--- config.mk ---
export PLATFORM = sky130hd
export DESIGN_NAME = load_issue_bank
export DESIGN_NICKNAME = d
export VERILOG_FILES = /design/src/verilog/issue_state_pkg.sv /design/src/verilog/load_types_pkg.sv /design/src/verilog/entry_state_fsm.sv /design/src/verilog/issue_picker.sv /design/src/verilog/load_issue_bank.sv /design/src/verilog/occupancy_counter.sv /design/src/verilog/payload_ram.sv
export SDC_FILE = /design/constraint.sdc
export NUM_CORES = 1
export LEC_CHECK = 0
export BUFFER_PORTS_ARGS = -buffer_cell sky130_fd_sc_hd__clkbuf_2
export CAP_MARGIN = 20
export CORE_ASPECT_RATIO = 1.5
export CORE_MARGIN = 2
export CORE_UTILIZATION = 52
export CTS_CLUSTER_SIZE = 12
export DETAILED_ROUTE_END_ITERATION = 7
export HOLD_SLACK_MARGIN = 0.1
export PLACE_DENSITY_LB_ADDON = 0.25
export RECOVER_POWER = 100
export SYNTH_ARGS = -nofsm -noshare
export SYNTH_HDL_FRONTEND = slang
export SYNTH_SLANG_ARGS = --single-unit
--- constraint.sdc ---
create_clock -name clk -period 6.3 [get_ports clk]
set_clock_uncertainty 0.05 [all_clocks]
set_input_delay 0.315 -clock clk [delete_from_list [all_inputs] [get_ports clk]]
set_output_delay 0.315 -clock clk [all_outputs]
set_load 0.1 [all_outputs]
--- src/verilog/issue_state_pkg.sv ---
`default_nettype none

package issue_state_pkg;

    typedef enum logic [1:0] {
        ENTRY_FREE   = 2'd0,
        ENTRY_WAIT   = 2'd1,   // waiting on rs1.
        ENTRY_READY  = 2'd2,
        ENTRY_ISSUED = 2'd3    // sent, waiting for the pipeline reply.
    } entry_state_t;

    // meaning of reply_replay.
    localparam logic REPLY_SUCCESS = 1'b0;
    localparam logic REPLY_REPLAY  = 1'b1;

endpackage

`default_nettype wire

--- src/verilog/load_types_pkg.sv ---
`default_nettype none

package load_types_pkg;

    localparam int PREG_W = 6;
    localparam int ROB_W  = 6;
    localparam int LQ_W   = 5;
    localparam int IMM_W  = 12;
    localparam int SIZE_W = 2;

    // imm, rd, lq index and access size, msb first.
    localparam int PAYLOAD_W = IMM_W + PREG_W + LQ_W + SIZE_W;

    typedef logic [PREG_W-1:0]    preg_t;
    typedef logic [ROB_W-1:0]     rob_idx_t;   // top bit is the wrap flag.
    typedef logic [LQ_W-1:0]      lq_idx_t;
    typedef logic [IMM_W-1:0]     imm_t;
    typedef logic [SIZE_W-1:0]    size_t;
    typedef logic [PAYLOAD_W-1:0] payload_t;

    // true when a is older than b in program order.
    function automatic logic rob_older(rob_idx_t a, rob_idx_t b);
        logic same_wrap;
        logic pos_less;
        logic pos_more;
        same_wrap = (a[ROB_W-1] == b[ROB_W-1]);
        pos_less  = (a[ROB_W-2:0] < b[ROB_W-2:0]);
        pos_more  = (a[ROB_W-2:0] > b[ROB_W-2:0]);
        if (same_wrap) begin
            return pos_less;
        end else begin
            return pos_more;   // b has wrapped past a.
        end
    endfunction

endpackage

`default_nettype wire

--- src/verilog/entry_state_fsm.sv ---
`timescale 1ns/1ns
`default_nettype none

module entry_state_fsm #(
    parameter int BANK_SIZE = 8,
    parameter int WB_PORTS  = 2
) (
    input  wire logic                                   clk,
    input  wire logic                                   rst,
    input  wire logic                                   alloc,
    input  wire logic [$clog2(BANK_SIZE)-1:0]           alloc_idx,
    input  wire load_types_pkg::preg_t                  alloc_rs1,
    input  wire logic                                   alloc_rs1_ready,
    input  wire load_types_pkg::rob_idx_t               alloc_rob,
    input  wire logic [WB_PORTS-1:0]                    wb_valid,
    input  wire load_types_pkg::preg_t [WB_PORTS-1:0]   wb_preg,
    input  wire logic                                   take,
    input  wire logic [$clog2(BANK_SIZE)-1:0]           take_idx,
    input  wire logic                                   reply_valid,
    input  wire logic [$clog2(BANK_SIZE)-1:0]           reply_idx,
    input  wire logic                                   reply_replay,
    input  wire logic                                   redirect,
    input  wire load_types_pkg::rob_idx_t               redirect_rob_idx,
    output logic [BANK_SIZE-1:0]                        ready,
    output logic [BANK_SIZE-1:0]                        occupied,
    output logic [BANK_SIZE-1:0]                        free_pulse,
    output load_types_pkg::rob_idx_t [BANK_SIZE-1:0]    entry_rob
);

    localparam int IDX_W = $clog2(BANK_SIZE);

    issue_state_pkg::entry_state_t state [BANK_SIZE];
    load_types_pkg::preg_t         rs1 [BANK_SIZE];

    logic [BANK_SIZE-1:0] fresh;   // allocated on the last edge.
    logic [BANK_SIZE-1:0] wake;
    logic [BANK_SIZE-1:0] alloc_hit;
    logic [BANK_SIZE-1:0] reply_hit;
    logic [BANK_SIZE-1:0] flush;
    logic                 alloc_wake;

    // wakeup in the same cycle as dispatch.
    always_comb begin
        alloc_wake = 1'b0;
        for (int p = 0; p < WB_PORTS; p++) begin
            if (wb_valid[p] && wb_preg[p] == alloc_rs1) begin
                alloc_wake = 1'b1;
            end
        end
    end

    always_comb begin
        for (int i = 0; i < BANK_SIZE; i++) begin
            wake[i] = 1'b0;
            for (int p = 0; p < WB_PORTS; p++) begin
                if (wb_valid[p] && wb_preg[p] == rs1[i]) begin
                    wake[i] = 1'b1;
                end
            end
            alloc_hit[i] = alloc && (alloc_idx == IDX_W'(i));
            reply_hit[i] = reply_valid && (reply_idx == IDX_W'(i)) &&
                           (state[i] == issue_state_pkg::ENTRY_ISSUED);
            // an entry written this cycle is checked against its incoming rob index.
            if (alloc_hit[i]) begin
                flush[i] = redirect &&
                           load_types_pkg::rob_older(redirect_rob_idx, alloc_rob);
            end else begin
                flush[i] = redirect && (state[i] != issue_state_pkg::ENTRY_FREE) &&
                           load_types_pkg::rob_older(redirect_rob_idx, entry_rob[i]);
            end
            ready[i]      = (state[i] == issue_state_pkg::ENTRY_READY) && !fresh[i];
            occupied[i]   = (state[i] != issue_state_pkg::ENTRY_FREE);
            free_pulse[i] = flush[i] ||
                            (reply_hit[i] && reply_replay == issue_state_pkg::REPLY_SUCCESS);
        end
    end

    always_ff @(posedge clk or posedge rst) begin
        if (rst) begin
            for (int i = 0; i < BANK_SIZE; i++) begin
                state[i] <= issue_state_pkg::ENTRY_FREE;
            end
            fresh <= '0;
        end else begin
            fresh <= alloc_hit;
            for (int i = 0; i < BANK_SIZE; i++) begin
                if (flush[i]) begin
                    state[i] <= issue_state_pkg::ENTRY_FREE;   // redirect wins.
                end else if (alloc_hit[i]) begin
                    state[i] <= (alloc_rs1_ready || alloc_wake) ?
                                issue_state_pkg::ENTRY_READY : issue_state_pkg::ENTRY_WAIT;
                end else begin
                    case (state[i])
                        issue_state_pkg::ENTRY_WAIT: begin
                            if (wake[i]) begin
                                state[i] <= issue_state_pkg::ENTRY_READY;
                            end
                        end
                        issue_state_pkg::ENTRY_READY: begin
                            if (take && take_idx == IDX_W'(i)) begin
                                state[i] <= issue_state_pkg::ENTRY_ISSUED;
                            end
                        end
                        issue_state_pkg::ENTRY_ISSUED: begin
                            if (reply_hit[i]) begin
                                state[i] <= (reply_replay == issue_state_pkg::REPLY_REPLAY) ?
                                            issue_state_pkg::ENTRY_READY :
                                            issue_state_pkg::ENTRY_FREE;
                            end
                        end
                        default: ;
                    endcase
                end
            end
        end
    end

    always_ff @(posedge clk) begin
        if (alloc) begin
            rs1[alloc_idx]       <= alloc_rs1;
            entry_rob[alloc_idx] <= alloc_rob;
        end
    end

endmodule

`default_nettype wire

--- src/verilog/issue_picker.sv ---
`timescale 1ns/1ns
`default_nettype none

module issue_picker #(
    parameter int BANK_SIZE = 8
) (
    input  wire logic                           clk,
    input  wire logic                           rst,
    input  wire logic [BANK_SIZE-1:0]           ready,
    input  wire logic                           take,
    input  wire logic [BANK_SIZE-1:0]           occupied,
    output logic                                pick_valid,
    output logic [$clog2(BANK_SIZE)-1:0]        pick_idx,
    output logic [$clog2(BANK_SIZE)-1:0]        free_idx
);

    localparam int IDX_W = $clog2(BANK_SIZE);

    logic [IDX_W-1:0] ptr;   // highest priority slot.

    always_comb begin
        logic [IDX_W-1:0] cand;
        pick_valid = 1'b0;
        pick_idx   = ptr;
        for (int k = 0; k < BANK_SIZE; k++) begin
            cand = ptr + IDX_W'(k);   // wraps at the bank size.
            if (!pick_valid && ready[cand]) begin
                pick_valid = 1'b1;
                pick_idx   = cand;
            end
        end
    end

    // lowest empty slot.
    always_comb begin
        free_idx = '0;
        for (int i = BANK_SIZE - 1; i >= 0; i--) begin
            if (!occupied[i]) begin
                free_idx = IDX_W'(i);
            end
        end
    end

    always_ff @(posedge clk or posedge rst) begin
        if (rst) begin
            ptr <= '0;
        end else if (take) begin
            ptr <= pick_idx + 1'b1;
        end
    end

endmodule

`default_nettype wire

--- src/verilog/load_issue_bank.sv ---
`timescale 1ns/1ns
`default_nettype none

module load_issue_bank #(
    parameter int BANK_SIZE = 8,
    parameter int WB_PORTS  = 2
) (
    input  wire logic                                   clk,
    input  wire logic                                   rst,
    input  wire logic                                   dis_valid,
    output logic                                        dis_ready,
    input  wire load_types_pkg::preg_t                  dis_rs1,
    input  wire logic                                   dis_rs1_ready,
    input  wire load_types_pkg::rob_idx_t               dis_rob_idx,
    input  wire load_types_pkg::lq_idx_t                dis_lq_idx,
    input  wire load_types_pkg::preg_t                  dis_rd,
    input  wire load_types_pkg::imm_t                   dis_imm,
    input  wire load_types_pkg::size_t                  dis_size,
    input  wire logic [WB_PORTS-1:0]                    wb_valid,
    input  wire load_types_pkg::preg_t [WB_PORTS-1:0]   wb_preg,
    output logic                                        issue_valid,
    input  wire logic                                   issue_ready,
    output logic [$clog2(BANK_SIZE)-1:0]                issue_idx,
    output load_types_pkg::rob_idx_t                    issue_rob_idx,
    output load_types_pkg::payload_t                    issue_payload,
    input  wire logic                                   reply_valid,
    input  wire logic [$clog2(BANK_SIZE)-1:0]           reply_idx,
    input  wire logic                                   reply_replay,
    input  wire logic                                   redirect,
    input  wire load_types_pkg::rob_idx_t               redirect_rob_idx
);

    localparam int IDX_W = $clog2(BANK_SIZE);
    localparam int CNT_W = $clog2(BANK_SIZE+1);

    logic                                       accept;
    logic                                       take;
    logic                                       full;
    logic [CNT_W-1:0]                           dec_count;
    logic [BANK_SIZE-1:0]                       ready;
    logic [BANK_SIZE-1:0]                       occupied;
    logic [BANK_SIZE-1:0]                       free_pulse;
    load_types_pkg::rob_idx_t [BANK_SIZE-1:0]   entry_rob;
    logic                                       pick_valid;
    logic [IDX_W-1:0]                           pick_idx;
    logic [IDX_W-1:0]                           free_idx;
    load_types_pkg::payload_t                   dis_payload;
    logic                                       squash;

    assign dis_ready   = !full;
    assign accept      = dis_valid && dis_ready;
    assign dis_payload = {dis_imm, dis_rd, dis_lq_idx, dis_size};

    // no new pick while a redirect is resolving.
    assign take = pick_valid && (!issue_valid || issue_ready) && !redirect;

    // held output younger than the redirect.
    assign squash = redirect && issue_valid &&
                    load_types_pkg::rob_older(redirect_rob_idx, issue_rob_idx);

    always_comb begin
        dec_count = '0;
        for (int i = 0; i < BANK_SIZE; i++) begin
            dec_count = dec_count + CNT_W'(free_pulse[i]);
        end
    end

    entry_state_fsm #(
        .BANK_SIZE (BANK_SIZE),
        .WB_PORTS  (WB_PORTS)
    ) u_fsm (
        .clk              (clk),
        .rst              (rst),
        .alloc            (accept),
        .alloc_idx        (free_idx),
        .alloc_rs1        (dis_rs1),
        .alloc_rs1_ready  (dis_rs1_ready),
        .alloc_rob        (dis_rob_idx),
        .wb_valid         (wb_valid),
        .wb_preg          (wb_preg),
        .take             (take),
        .take_idx         (pick_idx),
        .reply_valid      (reply_valid),
        .reply_idx        (reply_idx),
        .reply_replay     (reply_replay),
        .redirect         (redirect),
        .redirect_rob_idx (redirect_rob_idx),
        .ready            (ready),
        .occupied         (occupied),
        .free_pulse       (free_pulse),
        .entry_rob        (entry_rob)
    );

    occupancy_counter #(
        .BANK_SIZE (BANK_SIZE)
    ) u_count (
        .clk       (clk),
        .rst       (rst),
        .inc       (accept),
        .dec_count (dec_count),
        .full      (full),
        .count     ()
    );

    issue_picker #(
        .BANK_SIZE (BANK_SIZE)
    ) u_picker (
        .clk        (clk),
        .rst        (rst),
        .ready      (ready),
        .take       (take),
        .occupied   (occupied),
        .pick_valid (pick_valid),
        .pick_idx   (pick_idx),
        .free_idx   (free_idx)
    );

    payload_ram #(
        .BANK_SIZE (BANK_SIZE)
    ) u_ram (
        .clk   (clk),
        .rst   (rst),
        .we    (accept),
        .waddr (free_idx),
        .wdata (dis_payload),
        .re    (take),
        .raddr (pick_idx),
        .rdata (issue_payload)
    );

    always_ff @(posedge clk or posedge rst) begin
        if (rst) begin
            issue_valid <= 1'b0;
        end else if (take) begin
            issue_valid <= 1'b1;
        end else if (squash || issue_ready) begin
            issue_valid <= 1'b0;
        end
    end

    always_ff @(posedge clk) begin
        if (take) begin
            issue_idx     <= pick_idx;
            issue_rob_idx <= entry_rob[pick_idx];
        end
    end

endmodule

`default_nettype wire

--- src/verilog/occupancy_counter.sv ---
`timescale 1ns/1ns
`default_nettype none

module occupancy_counter #(
    parameter int BANK_SIZE = 8
) (
    input  wire logic                               clk,
    input  wire logic                               rst,
    input  wire logic                               inc,
    input  wire logic [$clog2(BANK_SIZE+1)-1:0]     dec_count,
    output logic                                    full,
    output logic [$clog2(BANK_SIZE+1)-1:0]          count
);

    localparam int CNT_W = $clog2(BANK_SIZE+1);

    logic [CNT_W-1:0] count_next;

    // one alloc and any number of frees per cycle.
    assign count_next = count + CNT_W'(inc) - dec_count;

    always_ff @(posedge clk or posedge rst) begin
        if (rst) begin
            count <= '0;
        end else begin
            count <= count_next;
        end
    end

    assign full = (count == CNT_W'(BANK_SIZE));

endmodule

`default_nettype wire

--- src/verilog/payload_ram.sv ---
`timescale 1ns/1ns
`default_nettype none

module payload_ram #(
    parameter int BANK_SIZE = 8
) (
    input  wire logic                           clk,
    input  wire logic                           rst,
    input  wire logic                           we,
    input  wire logic [$clog2(BANK_SIZE)-1:0]   waddr,
    input  wire load_types_pkg::payload_t       wdata,
    input  wire logic                           re,
    input  wire logic [$clog2(BANK_SIZE)-1:0]   raddr,
    output load_types_pkg::payload_t            rdata
);

    load_types_pkg::payload_t mem [BANK_SIZE];

    always_ff @(posedge clk) begin
        if (we) begin
            mem[waddr] <= wdata;
        end
    end

    // holds the last read while re is low.
    always_ff @(posedge clk or posedge rst) begin
        if (rst) begin
            rdata <= '0;
        end else if (re) begin
            rdata <= mem[raddr];
        end
    end

endmodule

`default_nettype wire
==> results.ini <==
[logic_synthesis]
synthMostInstantiatedCell = edfxtp_1
synth_top_area_frac = 0.497
netlist_top_cells_count = edfxtp_1, inv_1, nand2_1
ys_seq_elements = 362
synth_largest_area_cell = edfxtp_1
ys.flop_type = edfxtp_1
synth_edf_count = 305
syn-cell-area_sq_mm = 0.0184
syn_area_per_cell_sq_um = 13.6
synth_nets = 1519
yosys_warnings = 0
syn_inst = 1352
async_reset_ff_frac = 0.157
yosysUniqueCellTypes = 73
seq_area_frac_synth = 0.574
yosys-top-cells-area = edfxtp_1, mux4_2, dfrtp_1, ha_1, xor2_1

[route]
via_per_inst = 5.89
drtAntennaViolNets = 0
finalWirelength_um = 44600
drc_errors = 0
wire_per_inst_um = 22.4
drt_iter0_drc = 899
drt_first_pass_iters = 5
dr_total_vias = 11727

[global_route]
grt_pass1_vias = 12209
track_usage = 0.248
grt_max_degree = 72
grt_antenna_before_repair = 0
overflow = 0
grt_pass1_wl_um = 69300

[run_status]
violations = capacitance limit, slew limit
status = finished with violations

[sta]
setup_viol = 0
max_freq_ghz = 0.179
rsz0062_at_grt = no
hold_violations = 0
worst_pin_slew_ns = 3.72
period_share = 0.887
fin_setup_tns_ns = 0
min_period_ns = 5.59
slew_headroom = -1.48
hold_slack_ns = 0.199
maxSlewViolCount = 395

[clock_network]
clock_path_buffers = 3
cts_setup_buffers = 0
htreeDepth = 2
clock_latency_ns = 0.54
root_buffer = clkbuf_16
clock_sinks = 362
clk_pin_slew_worst_paths_ns = 0.06
cts_tree = built
cts_buffers = 37

[setup_path]
start_kind = register
cp_slowest_stage_delay_ns = 0.71
crit_path_max_fanout = 71
crit_required_ns = 6.63
slowest_stage = dfrtp_1
path_cells = clkinv_1 > clkbuf_1 > ha_1 > mux4_2 > nor4_1 > and2_0 > o21ai_0 > a22oi_1 > buf_12 > nand2_1 > o22ai_1 > o22a_1
cp_data_arrival_time_ns = 5.92
crit_type = register to register
cp-end-kind = register

[floorplanning]
fp.dieW_um = 158
rows = 84
die_h_um = 235
ios = 104
core_sq_mm = 0.0350
dieArea_sq_mm = 0.0370
initial_core_util = 0.527

[layout]
finish.utilization = 0.591
antenna-diode-count = 0
drive_above_1_share = 0.113
fin_nets = 1661
synthToLayoutAreaGrowth_pct = 12.2

[placed_design]
place_congestion = 0.952
detailed_place_hpwl_um = 29400
io_buffer_count = 103

[worst_hold_path]
hp-class = primary input to register

[run]
drv_cap = 11

-- worst max-delay path: cells and delay by family, from the launching register on --
kind / cells / cell delay [ns]
AOI/OAI and AO/OA: 4 / 1.13
adders and majority gates: 1 / 0.70
DFF: 1 / 0.71
buffers and inverters: 3 / 0.85
muxes: 1 / 0.63
and+or+nand+nor: 3 / 1.29
-- timing repair --
| action | CTS | global route |
|---|---|---|
| gates resized for setup | 0 | 0 |
| hold endpoints to repair | 306 | 0 |
| hold buffers | 33 | 0 |
-- placed cells by master, fill, tap and decap left out, drive strengths merged, types with 7 or more instances in the layout --
cell type / instances
a211oi: 17
a21oi: 57
a31oi: 36
and2: 7
buf: 9
clkbuf: 170
clkinv: 11
dfrtp: 57
dlygate4sd3: 33
edfxtp: 305
ha: 93
inv: 99
mux2: 15
mux2i: 42
mux4: 64
nand2: 96
nand2b: 7
nand3: 18
nand4: 22
nor2: 62
nor2b: 20
nor4: 7
o21ai: 28
o221ai: 8
o22ai: 15
o31ai: 7
or4: 8
xnor2: 63
xor2: 63
-- final timing paths --
check	start	end	slack (ns)	cells past startpoint
max	u_picker.ptr[1]	issue_rob_idx[3]	0.71	12
min	dis_rs1[0]	u_fsm.rs1[0][0]	0.20	1
max reg2reg	u_picker.ptr[1]	issue_rob_idx[3]	0.71	12
min reg2reg	u_count.count[0]	u_count.count[0]	0.45	1
max in group asynchronous	rst	u_ram.rdata[23]	2.40	4
min in group asynchronous	rst	u_picker.ptr[0]	1.69	4
-- cell families after synthesis --
| family | count (synthesis) | synth area share |
|---|---|---|
| buffers and inverters | 155 | 0.0355 |
| AOI/OAI and AO/OA | 221 | 0.0796 |
| muxes | 121 | 0.110 |
| DFF | 362 | 0.574 |
| adders and majority gates | 99 | 0.0696 |
| and+or+nand+nor | 268 | 0.0704 |
| xor gates and xnor gates | 126 | 0.0608 |
-- state kept, by name (all words and copies together), names as in the netlist --
signal,cells
u_picker.ptr,3
u_fsm.state,16
issue_idx,3
u_count.count,4
issue_valid,1
u_fsm.entry_rob,48
u_fsm.rs1,48
u_fsm.fresh,8
u_ram.rdata,25
u_ram.mem,200
issue_rob_idx,6
-- per-layer routing --
metal | GRT usage | wire length (um) | vias to the layer above
li1 | - | - | 5367
met1 | 0.293 | 16900 | 5890
met2 | 0.439 | 23600 | 357
met3 | 0.0421 | 2250 | 113
met4 | 0.108 | 1900 | 0
met5 | 0 | 0 | -
-- area by class of cell --
| type | instances | area, sq um |
|---|---|---|
| clock buffers | 57 | 1030 |
| clock inverters | 7 | 43.8 |
| fillers | 2864 | 14300 |
| inverters | 103 | 389 |
| multi-input cells | 835 | 7170 |
| flip-flops and latches | 362 | 10600 |
| well taps | 473 | 592 |
| repair buffers | 155 | 873 |
-- per-stage QoR --
step	worst slack, ns	instance area, sq um	cells
2_1_floorplan	1.04	18400	1352
3_3_place_gp	0.903	19500	1895
3_5_place_dp	0.837	19500	1895
4_1_cts	0.922	20900	1992
5_1_grt	0.338	20700	1992
6_report	0.711	20700	1992
Power is left out: the tool's default activity adds up to more than one toggle a clock period on the data nets, which glitch-free logic cannot reach.
